## config.mk

```make
export PLATFORM = sky130hd
export DESIGN_NAME = axil_sram_top
export DESIGN_NICKNAME = d
export VERILOG_FILES = /design/src/source/axil_sram_pkg.sv /design/src/source/axil_wr_adapter.sv /design/src/source/wr_cmd_fifo.sv /design/src/source/byte_lane_sram.sv /design/src/source/axil_sram_top.sv
export SDC_FILE = /design/constraint.sdc
export NUM_CORES = 2
export LEC_CHECK = 0
export ABC_AREA = 1
export BUFFER_PORTS_ARGS = -buffer_cell sky130_fd_sc_hd__buf_2
export CORE_ASPECT_RATIO = 1.2
export CORE_MARGIN = 1
export CORE_UTILIZATION = 50
export DETAILED_ROUTE_END_ITERATION = 10
export PLACE_DENSITY = 0.67
export SLEW_MARGIN = 0
export SYNTH_ARGS = -nofsm -noshare
export SYNTH_HDL_FRONTEND = slang
export SYNTH_MEMORY_MAX_BITS = 65536
export SYNTH_SLANG_ARGS = --single-unit
```

## constraint.sdc

```tcl
create_clock -name clk -period 9.45 [get_ports clk]
set_clock_uncertainty 0.15 [all_clocks]
set_input_delay 0 -clock clk [delete_from_list [all_inputs] [get_ports clk]]
set_output_delay 0 -clock clk [all_outputs]
set_load 0.02 [all_outputs]
```

## src/source/axil_sram_pkg.sv

```systemverilog
`default_nettype none

package axil_sram_pkg;

  ////////////////////////////////////////////////////////////
  // Bus geometry
  ////////////////////////////////////////////////////////////

  localparam int AXIL_ADDR_WIDTH = 20;                    // Byte address
  localparam int AXIL_DATA_WIDTH = 16;
  localparam int STRB_WIDTH      = AXIL_DATA_WIDTH / 8;   // One strobe per byte lane
  localparam int ADDR_LSB        = $clog2(STRB_WIDTH);    // Byte offset bits
  localparam int WORD_ADDR_WIDTH = AXIL_ADDR_WIDTH - ADDR_LSB;

  ////////////////////////////////////////////////////////////
  // Storage sizes
  ////////////////////////////////////////////////////////////

  localparam int SRAM_ADDR_WIDTH = 8;                     // 256 words decoded
  localparam int FIFO_DEPTH      = 4;
  localparam int FIFO_PTR_WIDTH  = $clog2(FIFO_DEPTH);
  localparam int FIFO_CNT_WIDTH  = $clog2(FIFO_DEPTH + 1); // Holds 0..FIFO_DEPTH

  ////////////////////////////////////////////////////////////
  // SRAM word
  ////////////////////////////////////////////////////////////

  // Same 16 bits, addressed as one word or per byte lane
  typedef union packed {
    logic [AXIL_DATA_WIDTH-1:0]     word;
    logic [STRB_WIDTH-1:0][7:0]     lanes;  // lanes[0] is the low byte
  } sram_word_t;

endpackage

`default_nettype wire

```

## src/source/axil_wr_adapter.sv

```systemverilog
`timescale 1ns/1ps
`default_nettype none

module axil_wr_adapter (
  input  logic                                       clk,
  input  logic                                       rst_n,

  input  logic [axil_sram_pkg::AXIL_ADDR_WIDTH-1:0]  awaddr,
  input  logic                                       awvalid,
  output logic                                       awready,

  input  logic [axil_sram_pkg::AXIL_DATA_WIDTH-1:0]  wdata,
  input  logic [axil_sram_pkg::STRB_WIDTH-1:0]       wstrb,
  input  logic                                       wvalid,
  output logic                                       wready,

  output logic [1:0]                                 bresp,
  output logic                                       bvalid,
  input  logic                                       bready,

  output logic                                       cmd_valid,
  input  logic                                       cmd_ready,
  output logic [axil_sram_pkg::WORD_ADDR_WIDTH-1:0]  cmd_addr,
  output logic [axil_sram_pkg::AXIL_DATA_WIDTH-1:0]  cmd_data,
  output logic [axil_sram_pkg::STRB_WIDTH-1:0]       cmd_strb
);
  import axil_sram_pkg::*;

  logic                       aw_lat_valid;
  logic [WORD_ADDR_WIDTH-1:0] aw_lat_addr;
  logic                       w_lat_valid;
  logic [AXIL_DATA_WIDTH-1:0] w_lat_data;
  logic [STRB_WIDTH-1:0]      w_lat_strb;

  logic                       aw_present;
  logic                       w_present;
  logic                       aw_fire;
  logic                       w_fire;
  logic                       cmd_fire;
  logic                       cmd_stall;

  ////////////////////////////////////////////////////////////
  // Channel join
  ////////////////////////////////////////////////////////////

  assign aw_present = aw_lat_valid | awvalid;
  assign w_present  = w_lat_valid | wvalid;

  // Only one write in flight, so nothing issues while B waits
  assign cmd_valid = aw_present & w_present & ~bvalid;
  assign cmd_fire  = cmd_valid & cmd_ready;
  assign cmd_stall = cmd_valid & ~cmd_ready;

  // A live channel is taken only when it can go straight out or into its latch
  assign awready = awvalid & ~aw_lat_valid & ~bvalid & ~cmd_stall;
  assign wready  = wvalid & ~w_lat_valid & ~bvalid & ~cmd_stall;

  assign aw_fire = awvalid & awready;
  assign w_fire  = wvalid & wready;

  assign cmd_addr = aw_lat_valid ? aw_lat_addr : awaddr[AXIL_ADDR_WIDTH-1:ADDR_LSB];
  assign cmd_data = w_lat_valid ? w_lat_data : wdata;
  assign cmd_strb = w_lat_valid ? w_lat_strb : wstrb;

  assign bresp = 2'b00;  // Always OKAY

  ////////////////////////////////////////////////////////////
  // Latches and response
  ////////////////////////////////////////////////////////////

  always_ff @(posedge clk) begin
    if (!rst_n) begin
      aw_lat_valid <= 1'b0;
      w_lat_valid  <= 1'b0;
      bvalid       <= 1'b0;
    end else begin
      if (cmd_fire) begin
        aw_lat_valid <= 1'b0;
      end else if (aw_fire) begin
        aw_lat_valid <= 1'b1;  // Lone AW, wait for W
      end

      if (cmd_fire) begin
        w_lat_valid <= 1'b0;
      end else if (w_fire) begin
        w_lat_valid <= 1'b1;   // Lone W, wait for AW
      end

      if (cmd_fire) begin
        bvalid <= 1'b1;
      end else if (bready) begin
        bvalid <= 1'b0;
      end
    end
  end

  always_ff @(posedge clk) begin
    if (aw_fire) begin
      aw_lat_addr <= awaddr[AXIL_ADDR_WIDTH-1:ADDR_LSB];
    end
    if (w_fire) begin
      w_lat_data <= wdata;
      w_lat_strb <= wstrb;
    end
  end

  // Stalled command keeps its payload, latched or held by the master
  cmd_hold_a : assert property (@(posedge clk) disable iff (!rst_n)
    cmd_stall |=> cmd_valid && $stable(cmd_addr) && $stable(cmd_data)
                  && $stable(cmd_strb));

endmodule

`default_nettype wire

```

## src/source/wr_cmd_fifo.sv

```systemverilog
`timescale 1ns/1ps
`default_nettype none

module wr_cmd_fifo (
  input  logic                                       clk,
  input  logic                                       rst_n,

  input  logic                                       in_valid,
  output logic                                       in_ready,
  input  logic [axil_sram_pkg::WORD_ADDR_WIDTH-1:0]  in_addr,
  input  logic [axil_sram_pkg::AXIL_DATA_WIDTH-1:0]  in_data,
  input  logic [axil_sram_pkg::STRB_WIDTH-1:0]       in_strb,

  output logic                                       out_valid,
  input  logic                                       out_ready,
  output logic [axil_sram_pkg::WORD_ADDR_WIDTH-1:0]  out_addr,
  output logic [axil_sram_pkg::AXIL_DATA_WIDTH-1:0]  out_data,
  output logic [axil_sram_pkg::STRB_WIDTH-1:0]       out_strb,

  output logic                                       busy
);
  import axil_sram_pkg::*;

  logic [WORD_ADDR_WIDTH-1:0] addr_mem [FIFO_DEPTH];
  logic [AXIL_DATA_WIDTH-1:0] data_mem [FIFO_DEPTH];
  logic [STRB_WIDTH-1:0]      strb_mem [FIFO_DEPTH];

  logic [FIFO_PTR_WIDTH-1:0]  wr_ptr;
  logic [FIFO_PTR_WIDTH-1:0]  rd_ptr;
  logic [FIFO_CNT_WIDTH-1:0]  count;
  logic                       push;
  logic                       pop;

  assign in_ready  = (count != FIFO_CNT_WIDTH'(FIFO_DEPTH));
  assign out_valid = (count != '0);
  assign busy      = out_valid;     // Writes still queued
  assign push      = in_valid & in_ready;
  assign pop       = out_valid & out_ready;

  assign out_addr = addr_mem[rd_ptr];
  assign out_data = data_mem[rd_ptr];
  assign out_strb = strb_mem[rd_ptr];

  always_ff @(posedge clk) begin
    if (!rst_n) begin
      wr_ptr <= '0;
      rd_ptr <= '0;
      count  <= '0;
    end else begin
      if (push) begin
        wr_ptr <= wr_ptr + 1'b1;   // Depth is a power of two
      end
      if (pop) begin
        rd_ptr <= rd_ptr + 1'b1;
      end
      case ({push, pop})
        2'b10:   count <= count + 1'b1;
        2'b01:   count <= count - 1'b1;
        default: count <= count;
      endcase
    end
  end

  always_ff @(posedge clk) begin
    if (push) begin
      addr_mem[wr_ptr] <= in_addr;
      data_mem[wr_ptr] <= in_data;
      strb_mem[wr_ptr] <= in_strb;
    end
  end

  // Full FIFO keeps its oldest entry until it is popped
  no_push_full_a : assert property (@(posedge clk) disable iff (!rst_n)
    count == FIFO_CNT_WIDTH'(FIFO_DEPTH) && !out_ready |=> out_valid
      && $stable(out_addr) && $stable(out_data) && $stable(out_strb));

  // Empty FIFO shows nothing until something is pushed
  no_pop_empty_a : assert property (@(posedge clk) disable iff (!rst_n)
    count == '0 && !in_valid |=> !out_valid);

endmodule

`default_nettype wire

```

## src/source/byte_lane_sram.sv

```systemverilog
`timescale 1ns/1ps
`default_nettype none

module byte_lane_sram (
  input  logic                                       clk,
  input  logic                                       hold,

  input  logic                                       wr_valid,
  output logic                                       wr_ready,
  input  logic [axil_sram_pkg::WORD_ADDR_WIDTH-1:0]  wr_addr,
  input  logic [axil_sram_pkg::AXIL_DATA_WIDTH-1:0]  wr_data,
  input  logic [axil_sram_pkg::STRB_WIDTH-1:0]       wr_strb,

  input  logic                                       rd_en,
  input  logic [axil_sram_pkg::SRAM_ADDR_WIDTH-1:0]  rd_addr,
  output axil_sram_pkg::sram_word_t                  rd_data
);
  import axil_sram_pkg::*;

  sram_word_t                 mem [2**SRAM_ADDR_WIDTH];

  logic [SRAM_ADDR_WIDTH-1:0] wr_idx;
  logic                       wr_fire;
  sram_word_t                 wr_word;
  sram_word_t                 cur_word;
  sram_word_t                 merged;

  assign wr_ready = ~hold;
  assign wr_fire  = wr_valid & wr_ready;
  assign wr_idx   = wr_addr[SRAM_ADDR_WIDTH-1:0];  // Upper word bits alias

  ////////////////////////////////////////////////////////////
  // Byte lane merge
  ////////////////////////////////////////////////////////////

  always_comb begin
    wr_word.word = wr_data;
    cur_word     = mem[wr_idx];
    for (int i = 0; i < STRB_WIDTH; i++) begin
      merged.lanes[i] = wr_strb[i] ? wr_word.lanes[i] : cur_word.lanes[i];
    end
  end

  always_ff @(posedge clk) begin
    if (wr_fire) begin
      mem[wr_idx] <= merged;
    end
  end

  // Old contents on a same-cycle write
  always_ff @(posedge clk) begin
    if (rd_en) begin
      rd_data <= mem[rd_addr];
    end
  end

  // A write held off by hold is still pending with the same payload
  hold_no_write_a : assert property (@(posedge clk)
    wr_valid && hold |=> wr_valid && $stable(wr_addr) && $stable(wr_data)
                         && $stable(wr_strb));

endmodule

`default_nettype wire

```

## src/source/axil_sram_top.sv

```systemverilog
`timescale 1ns/1ps
`default_nettype none

module axil_sram_top (
  input  logic                                       clk,
  input  logic                                       rst_n,

  input  logic [axil_sram_pkg::AXIL_ADDR_WIDTH-1:0]  awaddr,
  input  logic                                       awvalid,
  output logic                                       awready,
  input  logic [axil_sram_pkg::AXIL_DATA_WIDTH-1:0]  wdata,
  input  logic [axil_sram_pkg::STRB_WIDTH-1:0]       wstrb,
  input  logic                                       wvalid,
  output logic                                       wready,
  output logic [1:0]                                 bresp,
  output logic                                       bvalid,
  input  logic                                       bready,

  input  logic                                       sram_hold,

  input  logic                                       rd_en,
  input  logic [axil_sram_pkg::SRAM_ADDR_WIDTH-1:0]  rd_addr,
  output axil_sram_pkg::sram_word_t                  rd_data,

  output logic                                       wr_busy
);
  import axil_sram_pkg::*;

  // Adapter to FIFO
  logic                       cmd_valid;
  logic                       cmd_ready;
  logic [WORD_ADDR_WIDTH-1:0] cmd_addr;
  logic [AXIL_DATA_WIDTH-1:0] cmd_data;
  logic [STRB_WIDTH-1:0]      cmd_strb;

  // FIFO to SRAM
  logic                       out_valid;
  logic                       wr_ready;
  logic [WORD_ADDR_WIDTH-1:0] out_addr;
  logic [AXIL_DATA_WIDTH-1:0] out_data;
  logic [STRB_WIDTH-1:0]      out_strb;

  axil_wr_adapter u_adapter (
    .clk       (clk),
    .rst_n     (rst_n),
    .awaddr    (awaddr),
    .awvalid   (awvalid),
    .awready   (awready),
    .wdata     (wdata),
    .wstrb     (wstrb),
    .wvalid    (wvalid),
    .wready    (wready),
    .bresp     (bresp),
    .bvalid    (bvalid),
    .bready    (bready),
    .cmd_valid (cmd_valid),
    .cmd_ready (cmd_ready),
    .cmd_addr  (cmd_addr),
    .cmd_data  (cmd_data),
    .cmd_strb  (cmd_strb)
  );

  wr_cmd_fifo u_fifo (
    .clk       (clk),
    .rst_n     (rst_n),
    .in_valid  (cmd_valid),
    .in_ready  (cmd_ready),
    .in_addr   (cmd_addr),
    .in_data   (cmd_data),
    .in_strb   (cmd_strb),
    .out_valid (out_valid),
    .out_ready (wr_ready),
    .out_addr  (out_addr),
    .out_data  (out_data),
    .out_strb  (out_strb),
    .busy      (wr_busy)     // High until the last write lands
  );

  byte_lane_sram u_sram (
    .clk       (clk),
    .hold      (sram_hold),
    .wr_valid  (out_valid),
    .wr_ready  (wr_ready),
    .wr_addr   (out_addr),
    .wr_data   (out_data),
    .wr_strb   (out_strb),
    .rd_en     (rd_en),
    .rd_addr   (rd_addr),
    .rd_data   (rd_data)
  );

endmodule

`default_nettype wire

```

==> results.json <==
{
  "hold_start": "rd_en",
  "synth-compound-area-share_pct": 0.3233,
  "place.gp.congestion": 0.8392,
  "power.leakage_uw": 0.06468,
  "yosysSeqAreaShare_pct": 73.94,
  "cts_buffer_depth": 4,
  "syn_area_per_cell_um2": 11.88,
  "power.density_nw_per_um2": 242.8,
  "worst_ep_required_time_ns": 9.83,
  "cts_made_buffers": 405,
  "synth_top_family_by_area": "simple AND/OR/NAND/NOR gates",
  "antenna_found_initial": 14,
  "grt_pass1_wl_um": 674200,
  "drc": 0,
  "ys_ff_latch": 4254,
  "cts_root_buffer": "clkbuf_16",
  "critical-path-slowest-cell": "nor2_1",
  "cts_tree": "yes",
  "holdBufCountCts": 74,
  "path_cells": "buf_4 -> clkinv_2 -> nand2_1 -> a32oi_2 -> inv_2 -> nand2_2 -> nor2_4 -> nand2_1 -> nor2_1",
  "final_layout_size_suffix_gt1_share_pct": 6.315,
  "holdPathStages": 2,
  "clock_latency_ns": 0.95,
  "drv_cap": 0,
  "fin_crit_sh_pct": 52.71,
  "rr_worst_depth": 9,
  "crit_type": "reg -> reg",
  "ys_async_sr_fraction_pct": 0,
  "path_max_fanout": 53,
  "die-area_um2": 347600,
  "dp_cells": 18260,
  "die_h_um": 645.6,
  "rsz0062_at_grt": "false",
  "cts.clk_slew.worst_paths_ns": 0.06,
  "routedWlPerCell_um": 23.99,
  "yosysMostFrequentCell": "nand2_1",
  "yosys.area_share.simple_pct": 22.90,
  "drt_iter0_markers": 12800,
  "synth_cell_types": 30,
  "ant_nets": 0,
  "drt-pass1-iter-count": 6,
  "wl_met1_um": 172000,
  "setup_viol": 0,
  "via_per_inst": 5.852,
  "overflow": 0,
  "cp_data_arrival_time_ns": 5.36,
  "hold_ws_ns": 0.06245,
  "core_area_um2": 342500,
  "crit_top_cell": "nand2_1",
  "hold_viol_final": 0,
  "wl_met2_um": 226100,
  "yosysTopAreaCell": "edfxtp_1",
  "cts_setup_buffers": 0,
  "synth_top_flop_cell": "edfxtp_1",
  "synth_enable_flop_cells": 4242,
  "numPortBuffers": 60,
  "ctsResizeCount": 0,
  "ys_warn_count": 0,
  "status": "complete, no violations",
  "worstSetupEndpointType": "flip-flop",
  "rows": 235,
  "preCtsSetupSlack_ns": 4.571,
  "critPathLaunchType": "flip-flop",
  "yosys-top-cells-area": "edfxtp_1, nand3_1, nand2_1",
  "peakVddDrop_uv": 272.4,
  "hpwl_um": 257200,
  "grt_usage_pct": 25.76,
  "io_pins": 75,
  "finalNetCount": 14300,
  "worstHoldPathType": "in -> reg",
  "finalWorstSetupSlack_ns": 4.469,
  "grt_max_degree": 186,
  "total_power_uw": 46130,
  "cts_num_sinks": 4254,
  "cp_slowest_stage_delay_ns": 0.93,
  "min_period_ns": 4.982,
  "synthMuxAreaShare_pct": 0.1696,
  "grt_pass1_vias": 105700,
  "syn2layout_area_growth_pct": 10.07,
  "top_layer_used": "met5",
  "synth_top_area_share_pct": 73.80,
  "fmax_ghz": 0.2007,
  "synthesis.area_um2": 172600,
  "synth_commonest_cells": "nand2_1, edfxtp_1, nand3_1, nor2_1, clkbuf_1",
  "slew_viol_final": 0,
  "synth_cells": 14530,
  "synth_xor_area_share_pct": 0,
  "synthAdderAreaFrac_pct": 0.04784,
  "die_w_um": 538.4,
  "final_cells": 19100,
  "postRouteWirelength_um": 458200,
  "wl_met3_um": 38890,
  "tightest_slew_ns": 1.214,
  "vias": 111700,
  "initial_core_util_pct": 50.39,
  "maxSlewHeadroom_pct": 19.09,
  "ctsHtreeMaxLevel": 5
}
## critical path: cells and delay by family, from the launching register on
| family | cells | cell delay (ns) |
|---|---|---|
| AND/OR/NAND/NOR | 5 | 2.51 |
| flip-flops | 1 | 0.30 |
| buffers and inverters | 3 | 1.35 |
| AO/OA/AOI/OAI | 1 | 0.24 |
## area by class of cell
class | count | area, um2
multi-input combinational | 9233 | 40730
tap | 4503 | 5634
fill | 27250 | 152600
timing repair buffer | 313 | 2839
inverter | 33 | 161.4
clock buffer | 489 | 10640
sequential | 4254 | 127600
clock inverter | 247 | 2295
antenna | 23 | 57.56
## power by group
part / internal [uW] / switching (uW)
Sequential: 23600 / 53.3
Clock: 9120 / 6900
Combinational: 884 / 5570
Total: 33600 / 12500
## sequential cells by signal, indices dropped and copies added (netlist names), named ones only
register	cells
u_adapter.aw_lat_addr	8
u_adapter.aw_lat_valid	1
u_adapter.bvalid	1
u_adapter.w_lat_data	16
u_adapter.w_lat_strb	2
u_adapter.w_lat_valid	1
u_fifo.addr_mem	32
u_fifo.count	3
u_fifo.data_mem	64
u_fifo.rd_ptr	2
u_fifo.strb_mem	8
u_fifo.wr_ptr	2
u_sram.mem	4096
u_sram.rd_data	16
## cells in the final DEF, fill, tap and decap left out, types with 3 or more instances in the layout
cell type         n
nand2_1        4461
edfxtp_1       4242
nand3_1        4035
nor2_1          558
clkbuf_16       414
buf_4           148
clkinv_1        102
clkbuf_1         75
dlygate4sd3_1    74
clkinv_2         72
buf_2            54
o21ai_0          43
bufinv_16        41
buf_12           33
nor2_4           30
mux2_2           26
diode_2          23
clkinvlp_4       19
inv_1            17
o22ai_4          16
nand2_2          16
a21oi_1          15
dfxtp_1          12
inv_2             8
a32oi_2           7
inv_6             6
nor2_2            6
inv_8             5
ha_1              5
clkinv_8          5
clkinv_4          4
nor4_1            3
buf_8             3
## path summary, 6_finish.rpt
path / to / slack, ns
hold / removal: u_sram.rd_data[3] / 0.06
setup / recovery: u_sram.mem[220][6] / 4.47
setup reg to reg: u_sram.mem[220][6] / 4.47
hold reg to reg: flip-flop / 0.32
## cells by family after synthesis
family,after synthesis
fa+ha+maj,6
simple gates,9113
compound gates,86
flops,4254
other cells,1
mux,26
buf+inv,1046
## layer usage
layer	track usage (%)	vias up
met3	4.010	942
met5	0	-
li1	-	51020
met1	32.90	54430
met2	43.39	5341
met4	11.85	4
## metrics by stage
stage / utilization, % / TNS (ns) / cell area (um2)
CTS: 55.44 / 0 / 189900
detailed placement: 51.45 / 0 / 176200
global route: 55.45 / 0 / 189900
finish: 55.46 / 0 / 190000
global placement: 51.45 / 0 / 176200
floorplan: - / -283.18 / 172700
(Power assumes the default switching activity.)
